==> src/hw/av_pkg.sv <==
// audio-video output core, shared definitions
// bus widths, register map, control bits, raster and i2s framing constants
package av_pkg;

    //////////////////////////////////////////////////////////////
    // register bus
    //////////////////////////////////////////////////////////////

    localparam int AXIL_ADDR_W = 4;
    localparam int AXIL_DATA_W = 32;

    // byte offsets of the four registers
    localparam logic [AXIL_ADDR_W-1:0] REG_CTRL      = 4'h0;
    localparam logic [AXIL_ADDR_W-1:0] REG_AUD_LEFT  = 4'h4;
    localparam logic [AXIL_ADDR_W-1:0] REG_AUD_RIGHT = 4'h8;
    localparam logic [AXIL_ADDR_W-1:0] REG_STATUS    = 4'hC;

    // enables in the control register
    localparam int CTRL_VIDEO_EN_BIT = 0;
    localparam int CTRL_AUDIO_EN_BIT = 1;

    //////////////////////////////////////////////////////////////
    // video
    //////////////////////////////////////////////////////////////

    // 4 bits per component in, 8 bits per channel out
    localparam int PIX_W   = 12;
    localparam int RGB_W   = 24;
    localparam int CNT_W   = 10;
    localparam int FRAME_W = 16;
    // hs starts a few clocks into the line, never on the vs cycle
    localparam int HS_OFFSET = 3;

    //////////////////////////////////////////////////////////////
    // audio
    //////////////////////////////////////////////////////////////

    localparam int SAMPLE_W      = 16;
    localparam int I2S_SLOT_BITS = 32;
    // sclk = mclk / 4
    localparam int SCLK_DIV_W    = 2;

endpackage

==> src/hw/av_core_top.sv <==
// audio-video core top level
// register block beside the raster generator and the i2s transmitter,
// all on the audio master clock
module av_core_top #(
    parameter int H_TOTAL  = 400,
    parameter int H_ACTIVE = 320,
    parameter int H_BPORCH = 10,
    parameter int V_TOTAL  = 512,
    parameter int V_ACTIVE = 240,
    parameter int V_BPORCH = 10
) (
    input  logic                             audgen_mclk,
    input  logic                             reset_n,
    // AXI4-Lite slave
    input  logic                             awvalid,
    output logic                             awready,
    input  logic [av_pkg::AXIL_ADDR_W-1:0]   awaddr,
    input  logic                             wvalid,
    output logic                             wready,
    input  logic [av_pkg::AXIL_DATA_W-1:0]   wdata,
    input  logic [av_pkg::AXIL_DATA_W/8-1:0] wstrb,
    output logic                             bvalid,
    input  logic                             bready,
    input  logic                             arvalid,
    output logic                             arready,
    input  logic [av_pkg::AXIL_ADDR_W-1:0]   araddr,
    output logic                             rvalid,
    input  logic                             rready,
    output logic [av_pkg::AXIL_DATA_W-1:0]   rdata,
    // pixel source
    input  logic [av_pkg::PIX_W-1:0]         pixel_rgb,
    // video to scaler
    output logic [av_pkg::RGB_W-1:0]         video_rgb,
    output logic                             video_de,
    output logic                             video_vs,
    output logic                             video_hs,
    // i2s out
    output logic                             audio_sclk,
    output logic                             audio_lrck,
    output logic                             audio_dac
);

    // register block to the video and audio paths
    logic                        video_en;
    logic                        audio_en;
    logic [av_pkg::SAMPLE_W-1:0] sample_left;
    logic [av_pkg::SAMPLE_W-1:0] sample_right;
    logic [av_pkg::FRAME_W-1:0]  frame_count;

    av_regs i_av_regs (
        .audgen_mclk (audgen_mclk),   .reset_n      (reset_n),
        .awvalid     (awvalid),       .awready      (awready),
        .awaddr      (awaddr),        .wvalid       (wvalid),
        .wready      (wready),        .wdata        (wdata),
        .wstrb       (wstrb),         .bvalid       (bvalid),
        .bready      (bready),        .arvalid      (arvalid),
        .arready     (arready),       .araddr       (araddr),
        .rvalid      (rvalid),        .rready       (rready),
        .rdata       (rdata),         .frame_count  (frame_count),
        .video_en    (video_en),      .audio_en     (audio_en),
        .sample_left (sample_left),   .sample_right (sample_right)
    );

    video_timing #(
        .H_TOTAL  (H_TOTAL),  .H_ACTIVE (H_ACTIVE), .H_BPORCH (H_BPORCH),
        .V_TOTAL  (V_TOTAL),  .V_ACTIVE (V_ACTIVE), .V_BPORCH (V_BPORCH)
    ) i_video_timing (
        .audgen_mclk (audgen_mclk),   .reset_n     (reset_n),
        .video_en    (video_en),      .pixel_rgb   (pixel_rgb),
        .video_rgb   (video_rgb),     .video_de    (video_de),
        .video_vs    (video_vs),      .video_hs    (video_hs),
        .frame_count (frame_count)
    );

    i2s_tx i_i2s_tx (
        .audgen_mclk  (audgen_mclk),  .reset_n     (reset_n),
        .audio_en     (audio_en),     .sample_left (sample_left),
        .sample_right (sample_right), .audio_sclk  (audio_sclk),
        .audio_lrck   (audio_lrck),   .audio_dac   (audio_dac)
    );

endmodule

==> src/hw/av_regs.sv <==
// AXI4-Lite register block for the audio-video core
// holds the video and audio enables and both audio samples,
// reports the frame counter in the status register
module av_regs (
    input  logic                            audgen_mclk,
    input  logic                            reset_n,
    // write address and data
    input  logic                            awvalid,
    output logic                            awready,
    input  logic [av_pkg::AXIL_ADDR_W-1:0]  awaddr,
    input  logic                            wvalid,
    output logic                            wready,
    input  logic [av_pkg::AXIL_DATA_W-1:0]  wdata,
    input  logic [av_pkg::AXIL_DATA_W/8-1:0] wstrb,
    // write response
    output logic                            bvalid,
    input  logic                            bready,
    // read address and data
    input  logic                            arvalid,
    output logic                            arready,
    input  logic [av_pkg::AXIL_ADDR_W-1:0]  araddr,
    output logic                            rvalid,
    input  logic                            rready,
    output logic [av_pkg::AXIL_DATA_W-1:0]  rdata,
    // core side
    input  logic [av_pkg::FRAME_W-1:0]      frame_count,
    output logic                            video_en,
    output logic                            audio_en,
    output logic [av_pkg::SAMPLE_W-1:0]     sample_left,
    output logic [av_pkg::SAMPLE_W-1:0]     sample_right
);

    localparam int DATA_W = av_pkg::AXIL_DATA_W;
    localparam int STRB_W = av_pkg::AXIL_DATA_W / 8;

    logic [DATA_W-1:0] ctrl_q;
    logic [DATA_W-1:0] left_q;
    logic [DATA_W-1:0] right_q;

    // one pulse per accepted write, shared by awready and wready
    logic              wr_ack_q;
    logic              wr_accept;
    logic              rd_accept;
    logic [DATA_W-1:0] rd_mux;

    // byte lanes with strobe low keep the old value
    function automatic logic [DATA_W-1:0] merge_bytes(
        input logic [DATA_W-1:0] old_val,
        input logic [DATA_W-1:0] new_val,
        input logic [STRB_W-1:0] strb
    );
        logic [DATA_W-1:0] merged;
        merged = old_val;
        for (int i = 0; i < STRB_W; i++) begin
            if (strb[i]) begin
                merged[8*i +: 8] = new_val[8*i +: 8];
            end
        end
        return merged;
    endfunction

    ////////////////////////////////////////////////////////////
    // write channel
    ////////////////////////////////////////////////////////////

    // address and data must arrive together
    // a pending response or the ack cycle itself blocks a new accept
    assign wr_accept = awvalid && wvalid && !bvalid && !wr_ack_q;

    assign awready = wr_ack_q;
    assign wready  = wr_ack_q;

    always_ff @(posedge audgen_mclk or negedge reset_n) begin
        if (!reset_n) begin
            wr_ack_q <= 1'b0;
            bvalid   <= 1'b0;
            ctrl_q   <= '0;
            left_q   <= '0;
            right_q  <= '0;
        end else begin
            wr_ack_q <= wr_accept;
            // response follows the ack by one cycle
            if (wr_ack_q) begin
                bvalid <= 1'b1;
            end else if (bready) begin
                bvalid <= 1'b0;
            end
            // register update lands together with the ack
            if (wr_accept) begin
                case (awaddr)
                    av_pkg::REG_CTRL:      ctrl_q  <= merge_bytes(ctrl_q, wdata, wstrb);
                    av_pkg::REG_AUD_LEFT:  left_q  <= merge_bytes(left_q, wdata, wstrb);
                    av_pkg::REG_AUD_RIGHT: right_q <= merge_bytes(right_q, wdata, wstrb);
                    // status is read only, unmapped offsets dropped
                    default: ;
                endcase
            end
        end
    end

    ////////////////////////////////////////////////////////////
    // read channel
    ////////////////////////////////////////////////////////////

    assign rd_accept = arvalid && !rvalid && !arready;

    always_comb begin
        case (araddr)
            av_pkg::REG_CTRL:      rd_mux = ctrl_q;
            av_pkg::REG_AUD_LEFT:  rd_mux = left_q;
            av_pkg::REG_AUD_RIGHT: rd_mux = right_q;
            av_pkg::REG_STATUS:    rd_mux = DATA_W'(frame_count);
            default:               rd_mux = '0;
        endcase
    end

    always_ff @(posedge audgen_mclk or negedge reset_n) begin
        if (!reset_n) begin
            arready <= 1'b0;
            rvalid  <= 1'b0;
            rdata   <= '0;
        end else begin
            arready <= rd_accept;
            // araddr still held by the master in the arready cycle
            if (arready) begin
                rvalid <= 1'b1;
                rdata  <= rd_mux;
            end else if (rready) begin
                rvalid <= 1'b0;
            end
        end
    end

    // core side views of the registers
    assign video_en     = ctrl_q[av_pkg::CTRL_VIDEO_EN_BIT];
    assign audio_en     = ctrl_q[av_pkg::CTRL_AUDIO_EN_BIT];
    assign sample_left  = left_q[av_pkg::SAMPLE_W-1:0];
    assign sample_right = right_q[av_pkg::SAMPLE_W-1:0];

    // responses hold until the master takes them
    a_bvalid_hold: assert property (@(posedge audgen_mclk) disable iff (!reset_n)
        bvalid && !bready |=> bvalid);
    a_rdata_hold: assert property (@(posedge audgen_mclk) disable iff (!reset_n)
        rvalid && !rready |=> rvalid && $stable(rdata));

endmodule

==> src/hw/i2s_tx.sv <==
// i2s transmitter
// sclk = mclk / 4, 32 bit clocks per channel slot,
// 16-bit sample msb first then 16 zero bits, silence when disabled
module i2s_tx (
    input  logic                        audgen_mclk,
    input  logic                        reset_n,
    input  logic                        audio_en,
    input  logic [av_pkg::SAMPLE_W-1:0] sample_left,
    input  logic [av_pkg::SAMPLE_W-1:0] sample_right,
    output logic                        audio_sclk,
    output logic                        audio_lrck,
    output logic                        audio_dac
);

    localparam int BIT_CNT_W = $clog2(av_pkg::I2S_SLOT_BITS);
    localparam logic [BIT_CNT_W-1:0] SLOT_LAST = BIT_CNT_W'(av_pkg::I2S_SLOT_BITS - 1);

    logic [av_pkg::SCLK_DIV_W-1:0] sclk_div;
    logic                          sclk_fall;
    logic [BIT_CNT_W-1:0]          bit_cnt;
    logic [av_pkg::SAMPLE_W-1:0]   shift_q;
    logic [av_pkg::SAMPLE_W-1:0]   next_sample;

    ////////////////////////////////////////////////////////////
    // bit clock
    ////////////////////////////////////////////////////////////

    always_ff @(posedge audgen_mclk or negedge reset_n) begin
        if (!reset_n) begin
            sclk_div <= '0;
        end else begin
            sclk_div <= sclk_div + 1'b1;
        end
    end

    // msb of the divider is the bit clock
    assign audio_sclk = sclk_div[av_pkg::SCLK_DIV_W-1];
    // divider wraps on this edge, so sclk drops with it
    assign sclk_fall  = (sclk_div == '1);

    ////////////////////////////////////////////////////////////
    // slot framing and serializer
    ////////////////////////////////////////////////////////////

    // lrck high now means the left slot comes next
    assign next_sample = !audio_en   ? '0 :
                         audio_lrck  ? sample_left : sample_right;

    always_ff @(posedge audgen_mclk or negedge reset_n) begin
        if (!reset_n) begin
            bit_cnt    <= '0;
            audio_lrck <= 1'b0;
            audio_dac  <= 1'b0;
            shift_q    <= '0;
        end else if (sclk_fall) begin
            if (bit_cnt == SLOT_LAST) begin
                // slot boundary, swap channel and latch its sample
                bit_cnt    <= '0;
                audio_lrck <= ~audio_lrck;
                audio_dac  <= next_sample[av_pkg::SAMPLE_W-1];
                shift_q    <= next_sample << 1;
            end else begin
                bit_cnt   <= bit_cnt + 1'b1;
                // zeros shift in behind the sample, padding the slot
                audio_dac <= shift_q[av_pkg::SAMPLE_W-1];
                shift_q   <= shift_q << 1;
            end
        end
    end

    // channel select moves only with the bit clock falling
    a_lrck_on_fall: assert property (@(posedge audgen_mclk) disable iff (!reset_n)
        $changed(audio_lrck) |-> $fell(audio_sclk));

endmodule

==> src/hw/video_timing.sv <==
// raster timing generator for the video output
// column and line counters, vs/hs/de pulses, pixel registering,
// 4-bit colour packing into 8-bit channels, frame counter
module video_timing #(
    parameter int H_TOTAL  = 400,
    parameter int H_ACTIVE = 320,
    parameter int H_BPORCH = 10,
    parameter int V_TOTAL  = 512,
    parameter int V_ACTIVE = 240,
    parameter int V_BPORCH = 10
) (
    input  logic                         audgen_mclk,
    input  logic                         reset_n,
    input  logic                         video_en,
    input  logic [av_pkg::PIX_W-1:0]     pixel_rgb,
    output logic [av_pkg::RGB_W-1:0]     video_rgb,
    output logic                         video_de,
    output logic                         video_vs,
    output logic                         video_hs,
    output logic [av_pkg::FRAME_W-1:0]   frame_count
);

    localparam int CW = av_pkg::CNT_W;

    // counter limits at counter width
    localparam logic [CW-1:0] H_LAST  = CW'(H_TOTAL - 1);
    localparam logic [CW-1:0] V_LAST  = CW'(V_TOTAL - 1);
    localparam logic [CW-1:0] H_START = CW'(H_BPORCH);
    localparam logic [CW-1:0] H_END   = CW'(H_BPORCH + H_ACTIVE);
    localparam logic [CW-1:0] V_START = CW'(V_BPORCH);
    localparam logic [CW-1:0] V_END   = CW'(V_BPORCH + V_ACTIVE);
    localparam logic [CW-1:0] HS_COL  = CW'(av_pkg::HS_OFFSET);

    logic [CW-1:0]            x_count;
    logic [CW-1:0]            y_count;
    logic                     in_active;
    logic [av_pkg::PIX_W-1:0] pix_q;
    logic [av_pkg::RGB_W-1:0] pix_packed;

    ////////////////////////////////////////////////////////////
    // raster counters
    ////////////////////////////////////////////////////////////

    always_ff @(posedge audgen_mclk or negedge reset_n) begin
        if (!reset_n) begin
            x_count <= '0;
            y_count <= '0;
        end else if (x_count == H_LAST) begin
            x_count <= '0;
            // wrap the line counter at frame end
            y_count <= (y_count == V_LAST) ? '0 : y_count + 1'b1;
        end else begin
            x_count <= x_count + 1'b1;
        end
    end

    assign in_active = (x_count >= H_START) && (x_count < H_END) &&
                       (y_count >= V_START) && (y_count < V_END);

    ////////////////////////////////////////////////////////////
    // pixel path
    ////////////////////////////////////////////////////////////

    // first stage, raw 12-bit pixel
    always_ff @(posedge audgen_mclk) begin
        pix_q <= pixel_rgb;
    end

    // r, g, b into the high nibble, low nibble black
    assign pix_packed = {pix_q[11:8], 4'h0, pix_q[7:4], 4'h0, pix_q[3:0], 4'h0};

    ////////////////////////////////////////////////////////////
    // sync, de and colour out
    ////////////////////////////////////////////////////////////

    always_ff @(posedge audgen_mclk or negedge reset_n) begin
        if (!reset_n) begin
            video_vs    <= 1'b0;
            video_hs    <= 1'b0;
            video_de    <= 1'b0;
            video_rgb   <= '0;
            frame_count <= '0;
        end else begin
            // new frame at the raster origin
            video_vs <= (x_count == '0) && (y_count == '0);
            if ((x_count == '0) && (y_count == '0)) begin
                frame_count <= frame_count + 1'b1;
            end
            // new line, a few clocks after vs
            video_hs <= (x_count == HS_COL);
            video_de <= in_active;
            // blanking and disabled video are black
            video_rgb <= (in_active && video_en) ? pix_packed : '0;
        end
    end

    // sync pulses sit in the porch, apart from each other
    a_sync_apart: assert property (@(posedge audgen_mclk) disable iff (!reset_n)
        !(video_vs && video_hs));
    a_de_no_sync: assert property (@(posedge audgen_mclk) disable iff (!reset_n)
        video_de |-> !(video_vs || video_hs));

endmodule

==> config.mk <==
export PLATFORM = sky130hd
export DESIGN_NAME = av_core_top
export DESIGN_NICKNAME = d
export VERILOG_FILES = /design/src/hw/av_pkg.sv /design/src/hw/av_core_top.sv /design/src/hw/av_regs.sv /design/src/hw/i2s_tx.sv /design/src/hw/video_timing.sv
export SDC_FILE = /design/constraint.sdc
export NUM_CORES = 1
export LEC_CHECK = 0
export BUFFER_PORTS_ARGS = -buffer_cell sky130_fd_sc_hd__buf_2
export CAP_MARGIN = 0
export CORE_MARGIN = 2
export CORE_UTILIZATION = 64
export CTS_BUF_LIST = sky130_fd_sc_hd__clkbuf_8
export CTS_CLUSTER_SIZE = 30
export DETAILED_ROUTE_END_ITERATION = 10
export GPL_TIMING_DRIVEN = 0
export PLACE_DENSITY = 0.95
export RECOVER_POWER = 50
export SYNTH_ARGS = -nofsm -noshare
export SYNTH_HDL_FRONTEND = slang
export SYNTH_SLANG_ARGS = --single-unit
==> constraint.sdc <==
create_clock -name audgen_mclk -period 3.1 [get_ports audgen_mclk]
set_input_delay 0.31 -clock audgen_mclk [delete_from_list [all_inputs] [get_ports audgen_mclk]]
set_output_delay 0.31 -clock audgen_mclk [all_outputs]
set_load 0.02 [all_outputs]
# [Word-level counts from Yosys, hierarchy flattened]
# Cells that the tools add are included.
[word_totals] mem_bits_rw=0 out_inout_bits=67 input_bits=63 n_memories=0 word_cells=96 ff_bits=232 mem_bits_ro=0 latch_bits=0
[op_classes] reduce_logical=33 n_eq_ne=10 add_sub_neg=5 n_shift=0 n_lt_le_gt_ge=4 bitwise=1 n_mul=0 muxes=13 n_div=0
[op_table] cell="case mux 32 bit (4 select lines)" count=1
[op_table] cell="2-to-1 mux 16 bit" count=3
[op_table] cell="AND reduction 3 bit" count=12
[op_table] cell="2-to-1 mux 24 bit" count=1
[op_table] cell="adder 10 x 1 -> 10 bit (second input constant)" count=2
[op_table] cell="== test 10 x 9 -> 1 bit (second input constant)" count=2
[op_table] cell="greater-or-equal comparator 10 x 4 -> 1 bit (second input constant)" count=2
[op_table] cell="zero test 10 bit" count=2
[op_table] cell="2-to-1 mux 10 bit" count=2
[op_table] cell="adder 16 x 1 -> 16 bit (second input constant)" count=1
[op_table] cell="== test 4 bit (second input constant)" count=3
[op_table] cell="== test 10 x 2 -> 1 bit (second input constant)" count=1
[op_table] cell="logical AND 1 bit" count=10
[op_table] cell="< comparator 10 x 8 -> 1 bit (second input constant)" count=1
[op_table] cell="< comparator 10 x 9 -> 1 bit (second input constant)" count=1
[op_table] cell="== test 4 x 3 -> 1 bit (second input constant)" count=2
[op_table] cell="zero test 4 bit" count=2
[op_table] cell="adder 5 x 1 -> 5 bit (second input constant)" count=1
[op_table] cell="== test 5 bit (second input constant)" count=1
[op_table] cell="2-to-1 mux 1 bit" count=5
[op_table] cell="2-to-1 mux 5 bit" count=1
[op_table] cell="zero test 1 bit" count=4
[op_table] cell="nonzero test 2 bit" count=2
[op_table] cell="adder 2 x 1 -> 2 bit (second input constant)" count=1
[op_table] cell="other kinds (3)" count=3

# [Depth between registers and ports, before layout]
[logic_depth] word_depth=6 ltp_mapped=8 ltp_nobuf=6

# [Modules after synthesis]
# From an unflattened synthesis, not the netlist that was laid out.
[unflattened] hier_cells=856 area_unflattened_um2=10361.2
[by_module_without_submodules] module="av_regs" seq_area_each_um2=3303.2 area_per_inst_um2=6142.1 cells_per_inst=468 n_inst=1
[by_module_without_submodules] module="video_timing" seq_area_each_um2=1516.5 area_per_inst_um2=2886.5 cells_per_inst=262 n_inst=1
[by_module_without_submodules] module="i2s_tx" seq_area_each_um2=600.6 area_per_inst_um2=1332.5 cells_per_inst=126 n_inst=1

# [Worst setup path before layout]
# OpenSTA, ideal clock, no wires.
[synth_path] path_type="register to register" start="reg i_i2s_tx.bit_cnt[0]" end="reg i_i2s_tx.shift_q[4] (netlist bit)" setup_ns=0.083 required_ns=3.017 period_less_slack_ns=1.822 setup_slack_ns=1.278 stages_incl_launch_ff=9 path_buffers=2 arrival_time_ns=1.739 cell_sequence="dfrtp_1 -> ha_1 -> and3_1 -> ha_1 -> nor2b_1 -> clkbuf_1 -> clkbuf_1 -> a21oi_1 -> o21ai_0"
[synth_via] elab_chain_len=2
[synth_lines] item="start, declared" line_no="i2s_tx.sv:20" rtl="logic [BIT_CNT_W-1:0] bit_cnt;"
[synth_lines] item="start signal, assigned" line_no="i2s_tx.sv:63" rtl="bit_cnt <= bit_cnt + 1'b1;"
[synth_lines] item="== test 5 bit" line_no="i2s_tx.sv:56" rtl="if (bit_cnt == SLOT_LAST) begin"
[synth_lines] item="2-to-1 mux 16 bit" line_no="i2s_tx.sv:56"
[synth_lines] item="end signal, assigned" line_no="i2s_tx.sv:61" rtl="shift_q <= next_sample << 1;"
[synth_lines] item="end signal, assigned" line_no="i2s_tx.sv:66" rtl="shift_q <= shift_q << 1;"
[synth_lines] item="end, declared" line_no="i2s_tx.sv:21" rtl="logic [av_pkg::SAMPLE_W-1:0] shift_q;"
# Every way passes these cells.
# A chain may end at the register's enable or synchronous reset.

# [Worst setup path in the final report]
[layout_path] start="reg i_video_timing.x_count[4]" end="reg i_video_timing.frame_count[6] (netlist bit)"
[layout_via] elab_chain_len=2
[layout_lines] item="start, declared" line_no="video_timing.sv:34" rtl="logic [CW-1:0] x_count;"
[layout_lines] item="start signal, assigned" line_no="video_timing.sv:53" rtl="x_count <= x_count + 1'b1;"
[layout_lines] item="zero test 10 bit" line_no="video_timing.sv:86" rtl="if ((x_count == '0) && (y_count == '0)) begin"
[layout_lines] item="logical AND 1 bit" line_no="video_timing.sv:86"
[layout_lines] item="end signal, assigned" line_no="video_timing.sv:87" rtl="frame_count <= frame_count + 1'b1;"
[layout_lines] item="end, declared" line_no="video_timing.sv:20" rtl="output logic [av_pkg::FRAME_W-1:0] frame_count"
# Every way passes these cells.

==> metrics.txt <==
# TYPE chip_impl_metric gauge
chip_impl_metric{name="fp.dieH",unit="um"} 127
chip_impl_metric{name="dp_worst_setup_slack",unit="ns"} 0.900
chip_impl_metric{name="worst_ep_required_time",unit="ns"} 3.53
chip_impl_metric{name="clk-insertion-delay-late",unit="ns"} 0.52
chip_impl_metric{name="cts_resized",unit=""} 0
chip_impl_info{name="worstHoldPathType",value="primary input to register"} 1
chip_impl_metric{name="finalCritPeriodShare",unit="%"} 75.4
chip_impl_metric{name="htree_levels",unit=""} 2
chip_impl_metric{name="cts_setup_buffers",unit=""} 0
chip_impl_metric{name="firstDrtPassIters",unit=""} 5
chip_impl_info{name="most_area_hungry_cell_type_in_the_yosys_netlist",value="sky130_fd_sc_hd__dfrtp_1"} 1
chip_impl_metric{name="clk_transition_reported_paths",unit="ns"} 0.07
chip_impl_metric{name="wire_length_of_the_first_global_routing_pass",unit="um"} 40900
chip_impl_metric{name="clock-skew-final",unit="ns"} 0.0225
chip_impl_metric{name="number_of_nets_in_the_layout",unit=""} 1044
chip_impl_metric{name="port_buffers",unit=""} 115
chip_impl_metric{name="dp.final_hpwl",unit="um"} 15500
chip_impl_metric{name="postLayoutSetupSlackWorst",unit="ns"} 0.762
chip_impl_metric{name="leakagePower",unit="nW"} 5.38
chip_impl_info{name="highest_count_cells_in_the_layout_ignoring_fill_and_taps",value="sky130_fd_sc_hd__dfrtp_1 (207), sky130_fd_sc_hd__mux2_2 (115), sky130_fd_sc_hd__clkbuf_1 (79)"} 1
chip_impl_metric{name="placed_cells",unit=""} 1107
chip_impl_metric{name="drv_slew",unit=""} 0
chip_impl_metric{name="synth.cell_area",unit="sq um"} 9670
chip_impl_metric{name="power.ir.vdd_worst",unit="uV"} 423
chip_impl_metric{name="globalRouteOverflowTotal",unit=""} 0
chip_impl_metric{name="detail_route.iter0.violations",unit=""} 741
chip_impl_metric{name="crit_path_max_fanout",unit=""} 10
chip_impl_info{name="final_common_cell",value="sky130_fd_sc_hd__dfrtp_1"} 1
chip_impl_metric{name="ys_types",unit=""} 49
chip_impl_metric{name="synth_edf_count",unit=""} 0
chip_impl_metric{name="hold_violations",unit=""} 0
chip_impl_metric{name="grt.total_usage",unit="%"} 32.6
chip_impl_metric{name="post_drt_wl_per_cell",unit="um"} 22.0
chip_impl_metric{name="maxSlewHeadroom",unit="%"} 37.5
chip_impl_metric{name="timing.final.crit_period",unit="ns"} 2.34
chip_impl_metric{name="drive_above_1_share",unit="%"} 26.1
chip_impl_metric{name="syn_area_per_cell",unit="sq um"} 12.2
chip_impl_metric{name="chipWidth",unit="um"} 127
chip_impl_info{name="start_kind",value="register"} 1
chip_impl_metric{name="via_count_of_the_first_global_routing_pass",unit=""} 7651
chip_impl_metric{name="dieArea",unit="sq um"} 16100
chip_impl_info{name="status",value="completed"} 1
chip_impl_info{name="kind_of_end_point_of_the_critical_path",value="register"} 1
chip_impl_metric{name="grt_start_max_net_pins",unit=""} 112
chip_impl_metric{name="start_util",unit="%"} 66.1
chip_impl_metric{name="clock_sinks",unit=""} 219
chip_impl_metric{name="placeableCoreArea",unit="sq um"} 14600
chip_impl_metric{name="synth_seq_cells",unit=""} 219
chip_impl_metric{name="setup_viol_count_final",unit=""} 0
chip_impl_metric{name="remaining_antenna_violation_count",unit=""} 0
chip_impl_metric{name="area.growth.synth_to_final",unit="%"} 16.6
chip_impl_metric{name="tritoncts.num_buffers",unit=""} 35
chip_impl_metric{name="worst_ep_arrival_time",unit="ns"} 2.76
chip_impl_metric{name="grt_antenna_before_repair",unit=""} 2
chip_impl_metric{name="synthArstFlopShare",unit="%"} 94.5
chip_impl_metric{name="post-synth-top-area-fraction",unit="%"} 53.5
chip_impl_metric{name="syn-instance-count",unit=""} 796
chip_impl_metric{name="avgViaCountPerCell",unit=""} 6.22
chip_impl_metric{name="rows",unit=""} 44
chip_impl_info{name="timing.setup.critical_path_class",value="register to register"} 1
chip_impl_metric{name="top_level_ports",unit=""} 130
chip_impl_metric{name="power.density_cell_area",unit="nW/um^2"} 548
chip_impl_metric{name="max_frequency",unit="GHz"} 0.428
chip_impl_info{name="grt_setup_unrepaired",value="no"} 1
chip_impl_metric{name="yosysSeqAreaShare",unit="%"} 56.0
chip_impl_info{name="synth.area.top_cells",value="sky130_fd_sc_hd__dfrtp_1 (54%), sky130_fd_sc_hd__mux2_2 (13%), sky130_fd_sc_hd__mux2i_1 (5.2%)"} 1
chip_impl_metric{name="finalNonFillerCells",unit=""} 1177
chip_impl_metric{name="finalCoreUtilization",unit="%"} 77.1
chip_impl_info{name="tritoncts",value="done"} 1
chip_impl_info{name="cts-root-buf",value="sky130_fd_sc_hd__clkbuf_8"} 1
chip_impl_metric{name="max-clock-path-buffers",unit=""} 3
chip_impl_metric{name="drt-total-wl",unit="um"} 25900
chip_impl_metric{name="yosys_warnings",unit=""} 0
chip_impl_metric{name="routed-via-count",unit=""} 7323
chip_impl_info{name="main_synth_ff_type",value="sky130_fd_sc_hd__dfrtp_1"} 1
chip_impl_metric{name="drc_viols",unit=""} 0
chip_impl_metric{name="reg2reg_setup_slack",unit="ns"} 0.76
chip_impl_metric{name="cap_viol_max_count",unit=""} 0
chip_impl_metric{name="gp_routability_congestion",unit=""} 0.858
chip_impl_metric{name="max_slew.worst_pin.slew",unit="ns"} 0.930
-- state kept, by name (all words and copies together), names as in the netlist, 2 cells and up --
register / count
i_video_timing.frame_count: 16
i_video_timing.pix_q: 12
i_av_regs.right_q: 32
i_i2s_tx.sclk_div: 2
i_av_regs.left_q: 32
i_av_regs.rdata: 32
i_video_timing.x_count: 10
i_video_timing.y_count: 10
i_video_timing.video_rgb: 12
i_i2s_tx.bit_cnt: 5
i_av_regs.ctrl_q: 32
i_i2s_tx.shift_q: 15
-- critical path, stage by stage, from the launching register on --
cell and delay (ns):
sky130_fd_sc_hd__dfrtp_1 0.36, sky130_fd_sc_hd__buf_2 0.17, sky130_fd_sc_hd__nor4_1 0.68, sky130_fd_sc_hd__nand4_2 0.39
sky130_fd_sc_hd__buf_6 0.28, sky130_fd_sc_hd__nor4_2 0.19, sky130_fd_sc_hd__xor2_1 0.20
-- per-layer routing --
metal	vias up	routed length, um	track usage, %
met3	82	2030	6.54
li1	3148	-	-
met4	2	949	13.6
met5	-	13	0
met2	417	13100	55.4
met1	3674	9790	41.2
-- cell type report --
type | count | area [sq um]
flip-flops and latches | 219 | 5420
well taps | 184 | 230
inverters | 48 | 180
repair buffers | 129 | 672
multi-input cells | 492 | 3850
diodes | 2 | 5.00
fillers | 836 | 3360
plain buffers | 48 | 249
clock inverters | 14 | 111
clock buffers | 41 | 564
-- repair_timing --
item,4_1_cts,5_1_grt
setup endpoints to repair,0,0
hold endpoints to repair,108,0
hold buffers,13,0
-- cell families after synthesis --
group                    count (synthesis)  synth area share, %
XOR/XNOR                                27                 2.44
flip-flops                             219                 56.0
adder cells (fa/ha/maj)                  8                 1.03
other                                    1               0.0388
buffers and inverters                   96                 4.44
AO/OA/AOI/OAI                          112                 7.50
multiplexers                           166                 18.7
AND/OR/NAND/NOR                        167                 9.84
-- worst paths after layout --
path                                      startpoint  depth (start not counted)                       endpoint
max                        i_video_timing.x_count[4]                          6  i_video_timing.frame_count[6]
min                                        wdata[14]                          2           i_av_regs.ctrl_q[14]
max reg2reg                i_video_timing.x_count[4]                          6  i_video_timing.frame_count[6]
min reg2reg                  i_video_timing.pix_q[2]                          2    i_video_timing.video_rgb[6]
max in group asynchronous                    reset_n                          3          i_av_regs.right_q[19]
min in group asynchronous                    reset_n                          2      i_video_timing.x_count[5]
-- cells in the mapped netlist, types with 2 or more instances --
| library cell | count |
|---|---|
| sky130_fd_sc_hd__o21ai_0 | 24 |
| sky130_fd_sc_hd__xor2_1 | 20 |
| sky130_fd_sc_hd__xnor2_1 | 7 |
| sky130_fd_sc_hd__mux2_2 | 115 |
| sky130_fd_sc_hd__nand3_1 | 16 |
| sky130_fd_sc_hd__nor4_4 | 2 |
| sky130_fd_sc_hd__or3_1 | 3 |
| sky130_fd_sc_hd__nor2_1 | 28 |
| sky130_fd_sc_hd__a21o_1 | 2 |
| sky130_fd_sc_hd__buf_1 | 2 |
| sky130_fd_sc_hd__nor4b_2 | 2 |
| sky130_fd_sc_hd__nor3_1 | 6 |
| sky130_fd_sc_hd__nand2_1 | 49 |
| sky130_fd_sc_hd__dfrtp_1 | 207 |
| sky130_fd_sc_hd__nor2b_1 | 13 |
| sky130_fd_sc_hd__nor3_2 | 6 |
| sky130_fd_sc_hd__nor4_2 | 2 |
| sky130_fd_sc_hd__inv_1 | 48 |
| sky130_fd_sc_hd__ha_1 | 8 |
| sky130_fd_sc_hd__mux2i_1 | 50 |
| sky130_fd_sc_hd__clkbuf_1 | 22 |
| sky130_fd_sc_hd__o22a_1 | 16 |
| sky130_fd_sc_hd__and2_0 | 4 |
| sky130_fd_sc_hd__buf_2 | 10 |
| sky130_fd_sc_hd__nand4_1 | 9 |
| sky130_fd_sc_hd__and4bb_2 | 2 |
| sky130_fd_sc_hd__o221ai_1 | 2 |
| sky130_fd_sc_hd__a21oi_1 | 16 |
| sky130_fd_sc_hd__a22oi_1 | 16 |
| sky130_fd_sc_hd__nor4_1 | 5 |
| sky130_fd_sc_hd__buf_4 | 13 |
| sky130_fd_sc_hd__and3_1 | 7 |
| sky130_fd_sc_hd__dfxtp_1 | 12 |
| sky130_fd_sc_hd__o22ai_1 | 33 |
| sky130_fd_sc_hd__and4_1 | 5 |
-- where the power goes --
group          internal [W]  switching [W]
registers           0.00302       0.000117
clock network       0.00136        0.00113
logic              0.000246       0.000308
-- through the flow --
step           total power, W  hold slack (ns)  setup TNS, ns  area (sq um)
2_1_floorplan         0.00345           0.0144              0          9720
3_3_place_gp          0.00364            0.400        -330.29         10500
3_5_place_dp          0.00368            0.381              0         10600
4_1_cts               0.00613           0.0462              0         11400
5_1_grt               0.00636           0.0412              0         11300
6_report              0.00618           0.0495              0         11300
No activity file was read; power rests on OpenSTA's default activity.
